===== src/lrelu_config.svh =====
`ifndef LRELU_CONFIG_SVH
`define LRELU_CONFIG_SVH

// number of parallel lanes
`define LRELU_UNITS 4

// accumulator word from the convolution core
`define LRELU_WIDTH_IN 16

// activation output word
`define LRELU_WIDTH_OUT 8

// q8.8 fixed point
`define LRELU_FRAC_BITS 8

// leaky slope, 26/256 is roughly 0.1
`define LRELU_ALPHA 26

// unity slope in q8.8
`define LRELU_ONE 256

// coefficient members per kernel position
`define LRELU_MEMBERS 2

// table depths per kernel mode
`define LRELU_DEPTH_3X3 (`LRELU_MEMBERS)
`define LRELU_DEPTH_1X1 (3 * `LRELU_MEMBERS)

// wide enough for the 1x1 depth
`define LRELU_ADDR_BITS 3

`endif


===== src/lrelu_cfg_pkg.sv =====
`default_nettype none

`include "lrelu_config.svh"

package lrelu_cfg_pkg;

  // coefficients are q8.8, same width as the accumulator word
  localparam int COEFF_BITS = `LRELU_WIDTH_IN;

  typedef logic signed [COEFF_BITS-1:0] coeff_t;

  typedef logic [`LRELU_ADDR_BITS-1:0] tbl_addr_t;

  // loader target, also the write target seen by the store
  typedef enum logic [1:0] {
    SEL_D = 2'd0,
    SEL_A = 2'd1,
    SEL_B = 2'd2
  } cfg_sel_e;

  // one coefficient write, 1 + 2 + 3 + 16 bits
  typedef struct packed {
    logic      wr;
    cfg_sel_e  target;
    tbl_addr_t addr;
    coeff_t    data;
  } cfg_wr_t;

endpackage

`default_nettype wire


===== src/lrelu_data_pkg.sv =====
`default_nettype none

`include "lrelu_config.svh"

package lrelu_data_pkg;

  // kept local so this package stands on its own
  localparam int COEFF_FIELD_BITS = 16;

  // intermediate width for products and sums
  localparam int ACC_BITS = 32;

  typedef logic signed [`LRELU_WIDTH_IN-1:0]  in_word_t;
  typedef logic signed [`LRELU_WIDTH_OUT-1:0] out_word_t;
  typedef logic signed [ACC_BITS-1:0]         acc_t;

  // sideband bits that travel with each data beat
  typedef struct packed {
    logic is_lrelu;
    logic is_1x1;
  } data_user_t;

  // lane 0 sits in the low bits
  typedef in_word_t  [`LRELU_UNITS-1:0] in_lanes_t;
  typedef out_word_t [`LRELU_UNITS-1:0] out_lanes_t;

  // coefficients applied to the current beat
  typedef struct packed {
    logic signed [COEFF_FIELD_BITS-1:0] a;
    logic signed [COEFF_FIELD_BITS-1:0] b;
    logic signed [COEFF_FIELD_BITS-1:0] d;
  } coeff_set_t;

endpackage

`default_nettype wire


===== src/lrelu_config_loader.sv =====
`default_nettype none

`include "lrelu_config.svh"

module lrelu_config_loader (
  input  logic                   clk,
  input  logic                   rst_n,
  input  logic                   s_valid_config,
  input  lrelu_cfg_pkg::coeff_t  s_data_config,
  input  logic                   is_1x1_config,
  output lrelu_cfg_pkg::cfg_wr_t cfg_wr
);

  import lrelu_cfg_pkg::*;

  cfg_sel_e  sel;
  cfg_sel_e  sel_next;
  tbl_addr_t addr;
  tbl_addr_t addr_next;
  tbl_addr_t addr_last;

  // registered write towards the store
  logic      strobe_q;
  cfg_sel_e  target_q;
  tbl_addr_t addr_q;
  coeff_t    data_q;

  // last table entry of the current kernel mode
  assign addr_last = is_1x1_config ? tbl_addr_t'(`LRELU_DEPTH_1X1 - 1)
                                   : tbl_addr_t'(`LRELU_DEPTH_3X3 - 1);

  // order is D, then the A table, then the B table, then D again
  always_comb begin
    sel_next  = sel;
    addr_next = addr;
    case (sel)
      SEL_D: begin
        sel_next  = SEL_A;
        addr_next = '0;
      end
      SEL_A, SEL_B: begin
        if (addr == addr_last) begin
          addr_next = '0;
          sel_next  = (sel == SEL_A) ? SEL_B : SEL_D;
        end else begin
          addr_next = addr + 1'b1;
        end
      end
      default: begin
        sel_next  = SEL_D;
        addr_next = '0;
      end
    endcase
  end

  always_ff @(posedge clk) begin
    if (!rst_n) begin
      sel      <= SEL_D;
      addr     <= '0;
      strobe_q <= 1'b0;
    end else begin
      strobe_q <= s_valid_config;
      if (s_valid_config) begin
        sel  <= sel_next;
        addr <= addr_next;
      end
    end
  end

  // payload is only looked at while the strobe is high
  always_ff @(posedge clk) begin
    if (s_valid_config) begin
      target_q <= sel;
      addr_q   <= addr;
      data_q   <= s_data_config;
    end
  end

  assign cfg_wr = '{wr: strobe_q, target: target_q, addr: addr_q, data: data_q};

endmodule

`default_nettype wire


===== src/lrelu_coeff_store.sv =====
`default_nettype none

`include "lrelu_config.svh"

module lrelu_coeff_store (
  input  logic                      clk,
  input  logic                      rst_n,
  input  lrelu_cfg_pkg::cfg_wr_t    cfg_wr,
  input  logic                      s_valid,
  input  lrelu_data_pkg::data_user_t s_user,
  output lrelu_data_pkg::coeff_set_t coeffs
);

  import lrelu_cfg_pkg::*;

  // shared offset
  coeff_t d_q;

  // per-channel scale and bias, sized for 1x1 mode
  coeff_t a_tbl [`LRELU_DEPTH_1X1];
  coeff_t b_tbl [`LRELU_DEPTH_1X1];

  tbl_addr_t rd_idx;
  tbl_addr_t rd_last;

  always_ff @(posedge clk) begin
    if (!rst_n) begin
      d_q <= '0;
      for (int i = 0; i < `LRELU_DEPTH_1X1; i++) begin
        a_tbl[i] <= '0;
        b_tbl[i] <= '0;
      end
    end else if (cfg_wr.wr) begin
      case (cfg_wr.target)
        SEL_D:   d_q <= cfg_wr.data;
        SEL_A:   a_tbl[cfg_wr.addr] <= cfg_wr.data;
        SEL_B:   b_tbl[cfg_wr.addr] <= cfg_wr.data;
        default: ;
      endcase
    end
  end

  // wrap point follows the mode of the beat being read
  assign rd_last = s_user.is_1x1 ? tbl_addr_t'(`LRELU_DEPTH_1X1 - 1)
                                 : tbl_addr_t'(`LRELU_DEPTH_3X3 - 1);

  // cyclic read index, one step per beat
  always_ff @(posedge clk) begin
    if (!rst_n) begin
      rd_idx <= '0;
    end else if (cfg_wr.wr) begin
      // a reload restarts the channel sequence
      rd_idx <= '0;
    end else if (s_valid) begin
      if (rd_idx == rd_last) begin
        rd_idx <= '0;
      end else begin
        rd_idx <= rd_idx + 1'b1;
      end
    end
  end

  // read is combinational so the datapath samples it with the beat
  assign coeffs = '{a: a_tbl[rd_idx], b: b_tbl[rd_idx], d: d_q};

endmodule

`default_nettype wire


===== src/lrelu_datapath.sv =====
`default_nettype none

`include "lrelu_config.svh"

module lrelu_datapath (
  input  logic                       clk,
  input  logic                       rst_n,
  input  logic                       s_valid,
  input  lrelu_data_pkg::in_lanes_t  s_data,
  input  lrelu_data_pkg::data_user_t s_user,
  input  lrelu_data_pkg::coeff_set_t coeffs,
  output logic                       m_valid,
  output lrelu_data_pkg::out_lanes_t m_data,
  output lrelu_data_pkg::data_user_t m_user
);

  import lrelu_data_pkg::*;

  localparam acc_t SAT_MAX = acc_t'((1 <<< (`LRELU_WIDTH_OUT - 1)) - 1);
  localparam acc_t SAT_MIN = -SAT_MAX - 1;

  // stage 1
  logic       valid_1;
  data_user_t user_1;
  logic signed [COEFF_FIELD_BITS-1:0] d_1;
  acc_t       y1_q [`LRELU_UNITS];

  // stage 2
  logic       valid_2;
  data_user_t user_2;
  acc_t       y2_q [`LRELU_UNITS];

  // floor(x*a/256) + b
  function automatic acc_t scale_bias(
    input in_word_t                           x,
    input logic signed [COEFF_FIELD_BITS-1:0] a,
    input logic signed [COEFF_FIELD_BITS-1:0] b
  );
    acc_t prod;
    prod = acc_t'(x) * acc_t'(a);
    return (prod >>> `LRELU_FRAC_BITS) + acc_t'(b);
  endfunction

  // leaky slope only on negative values, then the shared offset
  function automatic acc_t leaky_offset(
    input acc_t                               y,
    input logic                               is_lrelu,
    input logic signed [COEFF_FIELD_BITS-1:0] d
  );
    acc_t slope;
    acc_t prod;
    slope = (is_lrelu && (y < 0)) ? acc_t'(`LRELU_ALPHA) : acc_t'(`LRELU_ONE);
    prod  = y * slope;
    return (prod >>> `LRELU_FRAC_BITS) + acc_t'(d);
  endfunction

  function automatic out_word_t saturate(input acc_t y);
    if (y > SAT_MAX) begin
      return out_word_t'(SAT_MAX);
    end else if (y < SAT_MIN) begin
      return out_word_t'(SAT_MIN);
    end
    return out_word_t'(y);
  endfunction

  // valid chain, three cycles end to end
  always_ff @(posedge clk) begin
    if (!rst_n) begin
      valid_1 <= 1'b0;
      valid_2 <= 1'b0;
      m_valid <= 1'b0;
    end else begin
      valid_1 <= s_valid;
      valid_2 <= valid_1;
      m_valid <= valid_2;
    end
  end

  always_ff @(posedge clk) begin
    user_1 <= s_user;
    d_1    <= coeffs.d;
    user_2 <= user_1;
    m_user <= user_2;
    for (int i = 0; i < `LRELU_UNITS; i++) begin
      y1_q[i]   <= scale_bias(s_data[i], coeffs.a, coeffs.b);
      y2_q[i]   <= leaky_offset(y1_q[i], user_1.is_lrelu, d_1);
      m_data[i] <= saturate(y2_q[i]);
    end
  end

endmodule

`default_nettype wire


===== src/lrelu_engine.sv =====
`default_nettype none

module lrelu_engine (
  input  logic                       clk,
  input  logic                       rst_n,
  // data beat in
  input  logic                       s_valid,
  input  lrelu_data_pkg::in_lanes_t  s_data,
  input  lrelu_data_pkg::data_user_t s_user,
  // activated beat out
  output logic                       m_valid,
  output lrelu_data_pkg::out_lanes_t m_data,
  output lrelu_data_pkg::data_user_t m_user,
  // coefficient stream
  input  logic                       s_valid_config,
  input  lrelu_cfg_pkg::coeff_t      s_data_config,
  input  logic                       is_1x1_config
);

  import lrelu_cfg_pkg::*;
  import lrelu_data_pkg::*;

  cfg_wr_t    cfg_wr;
  coeff_set_t coeffs;

  lrelu_config_loader config_loader_inst (
    .clk            (clk),
    .rst_n          (rst_n),
    .s_valid_config (s_valid_config),
    .s_data_config  (s_data_config),
    .is_1x1_config  (is_1x1_config),
    .cfg_wr         (cfg_wr)
  );

  lrelu_coeff_store coeff_store_inst (
    .clk     (clk),
    .rst_n   (rst_n),
    .cfg_wr  (cfg_wr),
    .s_valid (s_valid),
    .s_user  (s_user),
    .coeffs  (coeffs)
  );

  lrelu_datapath datapath_inst (
    .clk     (clk),
    .rst_n   (rst_n),
    .s_valid (s_valid),
    .s_data  (s_data),
    .s_user  (s_user),
    .coeffs  (coeffs),
    .m_valid (m_valid),
    .m_data  (m_data),
    .m_user  (m_user)
  );

endmodule

`default_nettype wire


===== config.mk =====
export PLATFORM = sky130hd
export DESIGN_NAME = lrelu_engine
export DESIGN_NICKNAME = d
export VERILOG_FILES = /design/src/lrelu_cfg_pkg.sv /design/src/lrelu_data_pkg.sv /design/src/lrelu_config_loader.sv /design/src/lrelu_coeff_store.sv /design/src/lrelu_datapath.sv /design/src/lrelu_engine.sv
export VERILOG_INCLUDE_DIRS = /design/src
export SDC_FILE = /design/constraint.sdc
export NUM_CORES = 2
export LEC_CHECK = 0
export ABC_AREA = 1
export BUFFER_PORTS_ARGS = -buffer_cell sky130_fd_sc_hd__buf_2
export CORE_MARGIN = 5
export CORE_UTILIZATION = 55
export CTS_CLUSTER_SIZE = 24
export DETAILED_ROUTE_END_ITERATION = 10
export PLACE_DENSITY = 0.71
export SLEW_MARGIN = 20
export SYNTH_ARGS = -nofsm -noshare
export SYNTH_HDL_FRONTEND = slang
export SYNTH_SLANG_ARGS = --single-unit

===== constraint.sdc =====
create_clock -name clk -period 8.45 [get_ports clk]
set_input_delay 0.4225 -clock clk [delete_from_list [all_inputs] [get_ports clk]]
set_output_delay 0.4225 -clock clk [all_outputs]
set_load 0.02 [all_outputs]

; ---- After elaboration in Yosys (flattened, before gate mapping)
; Memory sizes are Yosys's and may differ from the RTL's. A register that Yosys moved wholly into a read port is not among the register bits.
; Cells that the tools add are included.
[totals]
reg_bits = 103
ram_bits = 448
mem_count = 4
[classes]
n_addsub = 10
multipliers = 8
order_cmp = 12
eq_ne = 7
muxes = 51
n_bitwise = 1
n_reduce_logical = 12
[mem_list]
columns = name, words, width, read_ports, rd_clocked_by_memory_dff, wr, line
row1 = datapath_inst.y1_q, 4, 32, 4, 0, 4, lrelu_datapath.sv:26  ; acc_t y1_q [`LRELU_UNITS];
row2 = datapath_inst.y2_q, 4, 32, 4, 0, 4, lrelu_datapath.sv:31  ; acc_t y2_q [`LRELU_UNITS];
row3 = coeff_store_inst.a_tbl, 6, 16, 1, 1, 6, lrelu_coeff_store.sv:20  ; coeff_t a_tbl [`LRELU_DEPTH_1X1];
row4 = coeff_store_inst.b_tbl, 6, 16, 1, 1, 6, lrelu_coeff_store.sv:21  ; coeff_t b_tbl [`LRELU_DEPTH_1X1];
[ops]
columns = operator, count
row1 = 24-bit by 16-bit adder with 25-bit output, 8
row2 = 32-bit by 8-bit greater-than comparator with 1-bit output (second input constant), 4
row3 = 32-bit by 1-bit less-than comparator with 1-bit output (second input constant), 4
row4 = 32-bit by 8-bit less-than comparator with 1-bit output (second input constant), 4
row5 = 16-bit by 16-bit multiplier with 32-bit output, 4
row6 = 32-bit by 10-bit multiplier with 32-bit output, 4
row7 = 8-bit 2-to-1 mux, 12
row8 = 9-bit 2-to-1 mux, 4
row9 = 3-bit 2-to-1 mux, 11
row10 = 16-bit 2-to-1 mux, 2
row11 = 16-bit OR reduction, 2
row12 = 1-bit 2-to-1 mux, 19
row13 = 3-bit by 1-bit adder with 3-bit output (second input constant), 2
row14 = 3-bit == test, 2
row15 = 2-bit by 1-bit == test with 1-bit output (second input constant), 2
row16 = 2-bit == test (second input constant), 2
row17 = 1-bit logical AND, 4
row18 = 2-bit logical NOT, 2
row19 = 2-bit 2-to-1 mux, 2
row20 = 2-bit case mux with 2 select lines, 1
row21 = 2-bit AND reduction, 2
row22 = 2-bit OR reduction, 2
row23 = 2-bit by 1-bit inequality test with 1-bit output (second input constant), 1
row24 = 1-bit inverter, 1

; ---- Depth between registers and ports, before layout
[logic_depth]
depth_word = 7
mapped_depth = 44

; ---- Cells and area by module
; Synthesis repeated with hierarchy kept, for this count alone.
[unflattened]
hier_cells = 11699
hier_area_um2 = 88393.5
[modules_own_cells]
columns = module, n_inst, cells_per_inst, area_per_inst_um2, seq_area_each_um2
row1 = lrelu_datapath, 1, 10190, 74390.1, 5144.9
row2 = lrelu_coeff_store, 1, 1444, 13056.3, 8127.8
row3 = lrelu_config_loader, 1, 65, 947.2, 750.7

; ---- Worst setup path before layout
; Ideal clock, no wire load.
[synth_path]
path_kind = reg2reg
from = register (tool-made name)
to = memory datapath_inst.y1_q[1][23] (netlist name)
setup_ns = 0.112
arrival_time_ns = 7.283
t_required_ns = 8.338
path_slack_ns = 1.055
path_stages_with_launch = 36
path_buffers = 4
path_cell_list = dfxtp_1 inv_2 buf_6 buf_4 buf_2 o21ai_0 o221ai_1 nand2_1 buf_2 nor2_1 fa_1 inv_1 fa_1 inv_1 fa_1 fa_1 fa_1 fa_1 ha_1 a21oi_1 o21a_1 o21ai_0 a21oi_1 nand2_1 xor2_1 ha_1 nand2_1 nor2_1 nor3b_1 nand4_1 nand3_1 nand3_1 nand2_1 nand4_1 nand3_1 nand2_1
[synth_lines]
columns = item, line
row1 = end: declaration, lrelu_datapath.sv:26

==> flow_metrics.env <==
export IMPL_final_area_um2=90100
export IMPL_ys_types=59
export IMPL_rsz0062_at_grt="yes"
export IMPL_relSlewSlack=0.249
export IMPL_cts_tree="built"
export IMPL_synth_most_common_cell="inv_1"
export IMPL_vias=66700
export IMPL_fillers=12700
export IMPL_yosys_area_top_type="fa_1"
export IMPL_cts_sinks=562
export IMPL_routed_wl_mm=239
export IMPL_hold_violations=0
export IMPL_min_path_cells=6
export IMPL_hold_class="in -> reg"
export IMPL_worstReg2RegEnd="datapath_inst.y1_q[3][30]"
export IMPL_clk_insertion_delay_late_ns=0.67
export IMPL_worstPathRequired_ns=8.97
export IMPL_htreeDepth=2
export IMPL_cts_root_buffer="clkbuf_16"
export IMPL_grt_max_degree=66
export IMPL_avgSynthCellArea_um2=8.47
export IMPL_cts_buffer_depth=3
export IMPL_crit_path_end_kind="register"
export IMPL_ys_warn_count=0
export IMPL_seqCellArea_um2=14000
export IMPL_synth_edf_count=277
export IMPL_drc=0
export IMPL_grt_usage=0.312
export IMPL_place_ws_ns=0.0295
export IMPL_placed_area_um2=87400
export IMPL_max_cap_violations=0
export IMPL_synth_common_cells="1859 x inv_1, 1447 x nand2_1, 1292 x nor2_1"
export IMPL_hold_path_end="config_loader_inst.sel[0]"
export IMPL_period_needed_ns=8.15
export IMPL_synth_top_area_share=0.302
export IMPL_ys_ff_latch=562
export IMPL_final_max_slew_violation_count=0
export IMPL_async_flop_share=0
export IMPL_hold_path_startpoint="is_1x1_config"
export IMPL_initial_core_util=0.554
export IMPL_cp_data_arrival_time_ns=8.67
export IMPL_portBuffers=121
export IMPL_synth_flop_cell="dfxtp_1"
export IMPL_vias_per_cell=5.53
export IMPL_hpwl_mm=196
export IMPL_status="finished clean"
export IMPL_fmax_mhz=123
export IMPL_critical_path_slowest_cell="fa_1"
export IMPL_finalSetupViolCount=0
export IMPL_ys_seq_area_frac=0.174
export IMPL_die_area_um2=155000
export IMPL_antenna_found_initial=21
export IMPL_grt_pass1_vias=70400
export IMPL_cp_start_kind="register"
export IMPL_dr_pass1_iters=8
export IMPL_grt_overflow=0
export IMPL_cp_slowest_stage_delay_ns=0.66
export IMPL_worst_path_most_repeated_cell="fa_1"
export IMPL_rr_worst_depth=31
export IMPL_drive_gt1_frac=0.0868
export IMPL_io_pins=122
export IMPL_fin_ws_ns=0.298
export IMPL_routedWlPerCell_um=19.8
export IMPL_die_x_um=393
export IMPL_multi_input_area_um2=59200
export IMPL_die_h_um=393
export IMPL_rrSetupSlack_ns=0.30
export IMPL_place_congestion=0.986
export IMPL_antenna_left=0
export IMPL_detailedRoute_firstIterationViolations=4885
export IMPL_yosys_top_cells_area="fa_1 30%, ha_1 14%, edfxtp_1 10%, inv_1 8.6%, dfxtp_1 7.1%"
export IMPL_cts_buffers=54
export IMPL_fin_skew_ns=0.0632
export IMPL_worst_slew_pin_transition_ns=1.12
export IMPL_netlist_area_um2=80800
export IMPL_row_count=140
export IMPL_fin_crit_sh=0.965
export IMPL_nNetsFinal=12300
export IMPL_synthesis_instances=9535
export IMPL_path_class="reg -> reg"
export IMPL_design_core_area_um2=146000
export IMPL_grt_pass1_wl_mm=378
export IMPL_tns_ns=0
export IMPL_crit_path_max_fanout=17
export IMPL_clk_pin_slew_ns=0.07
export IMPL_area_growth_pct=11.5
## cell usage in the layout (no fill, tap or decap), types with 14 or more instances in the layout
master         Yosys  routed
nor3_1            79      69
buf_12             0      29
conb_1             2      74
nor2_1          1292    1278
edfxtp_1         277     277
o22ai_1           16      16
fa_1            1220    1219
inv_1           1859    1855
ha_1             926     921
nor4_1            40      39
buf_2             93     121
nand2_1         1447    1433
nand3_1          178     178
nand4_1           62      62
a21oi_1          458     454
clkbuf_16          0      60
o21bai_1         107     106
o221ai_1          35      31
o21ai_1           18      26
dlygate4sd3_1      0      19
xnor2_1          119     119
clkinv_1          14      14
xor2_1           257     252
dfxtp_1          285     282
a31oi_1           55      48
buf_4             10     501
clkinv_2           0      14
o21ai_0          351     343
a21o_1            47      47
nand2_2            5      18
o21a_1            26      26
## state kept, by name, indices dropped and copies added, names as in the netlist, 2 cells and up, named ones only
register / flops
config_loader_inst.target_q: 2
coeff_store_inst.a_tbl: 128
config_loader_inst.sel: 2
datapath_inst.m_data: 32
datapath_inst.y1_q: 100
config_loader_inst.addr: 3
coeff_store_inst.b_tbl: 128
datapath_inst.y2_q: 100
datapath_inst.user_1: 2
coeff_store_inst.rd_idx: 3
coeff_store_inst.d_q: 16
datapath_inst.d_1: 16
config_loader_inst.data_q: 16
datapath_inst.m_user: 2
datapath_inst.user_2: 2
config_loader_inst.addr_q: 3
## what timing repair did
item                                    4_1_cts  5_1_grt
buffers inserted                              0        5
resized for setup                             2       83
hold endpoints to repair                     19        0
pin swaps                                     0        8
endpoints found under the setup margin        3       57
gates cloned                                  0        6
hold buffers                                 19        0
## metal layers
| layer | up-vias | GRT usage | routed length [µm] |
|---|---|---|---|
| li1 | 30800 | - | - |
| met1 | 32600 | 0.395 | 94700 |
| met2 | 2675 | 0.525 | 112000 |
| met3 | 608 | 0.0600 | 20300 |
| met4 | 10 | 0.135 | 12500 |
| met5 | - | 0 | 72 |
## cell families (layout without fill, tap and decap cells)
family                   after synthesis  in the layout  synth area share
AND/OR/NAND/NOR                     3132           3132             0.154
adder cells (fa/ha/maj)             2146           2146             0.446
buffers and inverters               2134           2673             0.101
AO/OA/AOI/OAI                       1183           1183            0.0844
flip-flops                           562            562             0.174
XOR/XNOR                             376            376            0.0408
other                                  2             86         0.0000930
## critical path, delay by kind of cell, from the launching register on
family | cells | cell delay [ns]
AOI/OAI and AO/OA | 4 | 1.17
adders and majority gates | 8 | 3.91
and+or+nand+nor | 7 | 0.66
DFF | 1 | 0.42
buffers and inverters | 10 | 1.51
xor gates and xnor gates | 2 | 0.34
## metrics by stage
| step | hold slack [ns] | cells | util |
|---|---|---|---|
| 6_report | 0.243 | 12100 | 0.617 |
| 5_1_grt | 0.268 | 12100 | 0.617 |
| 4_1_cts | 0.203 | 12100 | 0.613 |
| 3_5_place_dp | 0.312 | 11900 | 0.599 |
| 3_3_place_gp | 0.310 | 11900 | 0.599 |
| 2_1_floorplan | 0.310 | 9607 | - |
## layout make-up
cell class / count / area share
Sequential cell: 562 / 0.156
Inverter: 1887 / 0.0790
Clock inverter: 27 / 0.00317
Tap cell: 1917 / 0.0266
Clock buffer: 74 / 0.0175
Multi-Input combinational cell: 6911 / 0.658
Timing Repair Buffer: 685 / 0.0599
Antenna cell: 12 / 0.000333
## how the worst max path moves through the flow
stage                         from                         to
after floorplan           register  datapath_inst.y1_q[1][23]
after global placement    register  datapath_inst.y1_q[0][21]
after detailed placement  register  datapath_inst.y1_q[0][22]
after CTS                 register  datapath_inst.y1_q[2][23]
after global routing      register  datapath_inst.y1_q[2][23]
final                     register  datapath_inst.y1_q[3][30]
Power is not shown: default switching activity piles up to over one toggle a cycle in this logic, so the estimate is an artifact.
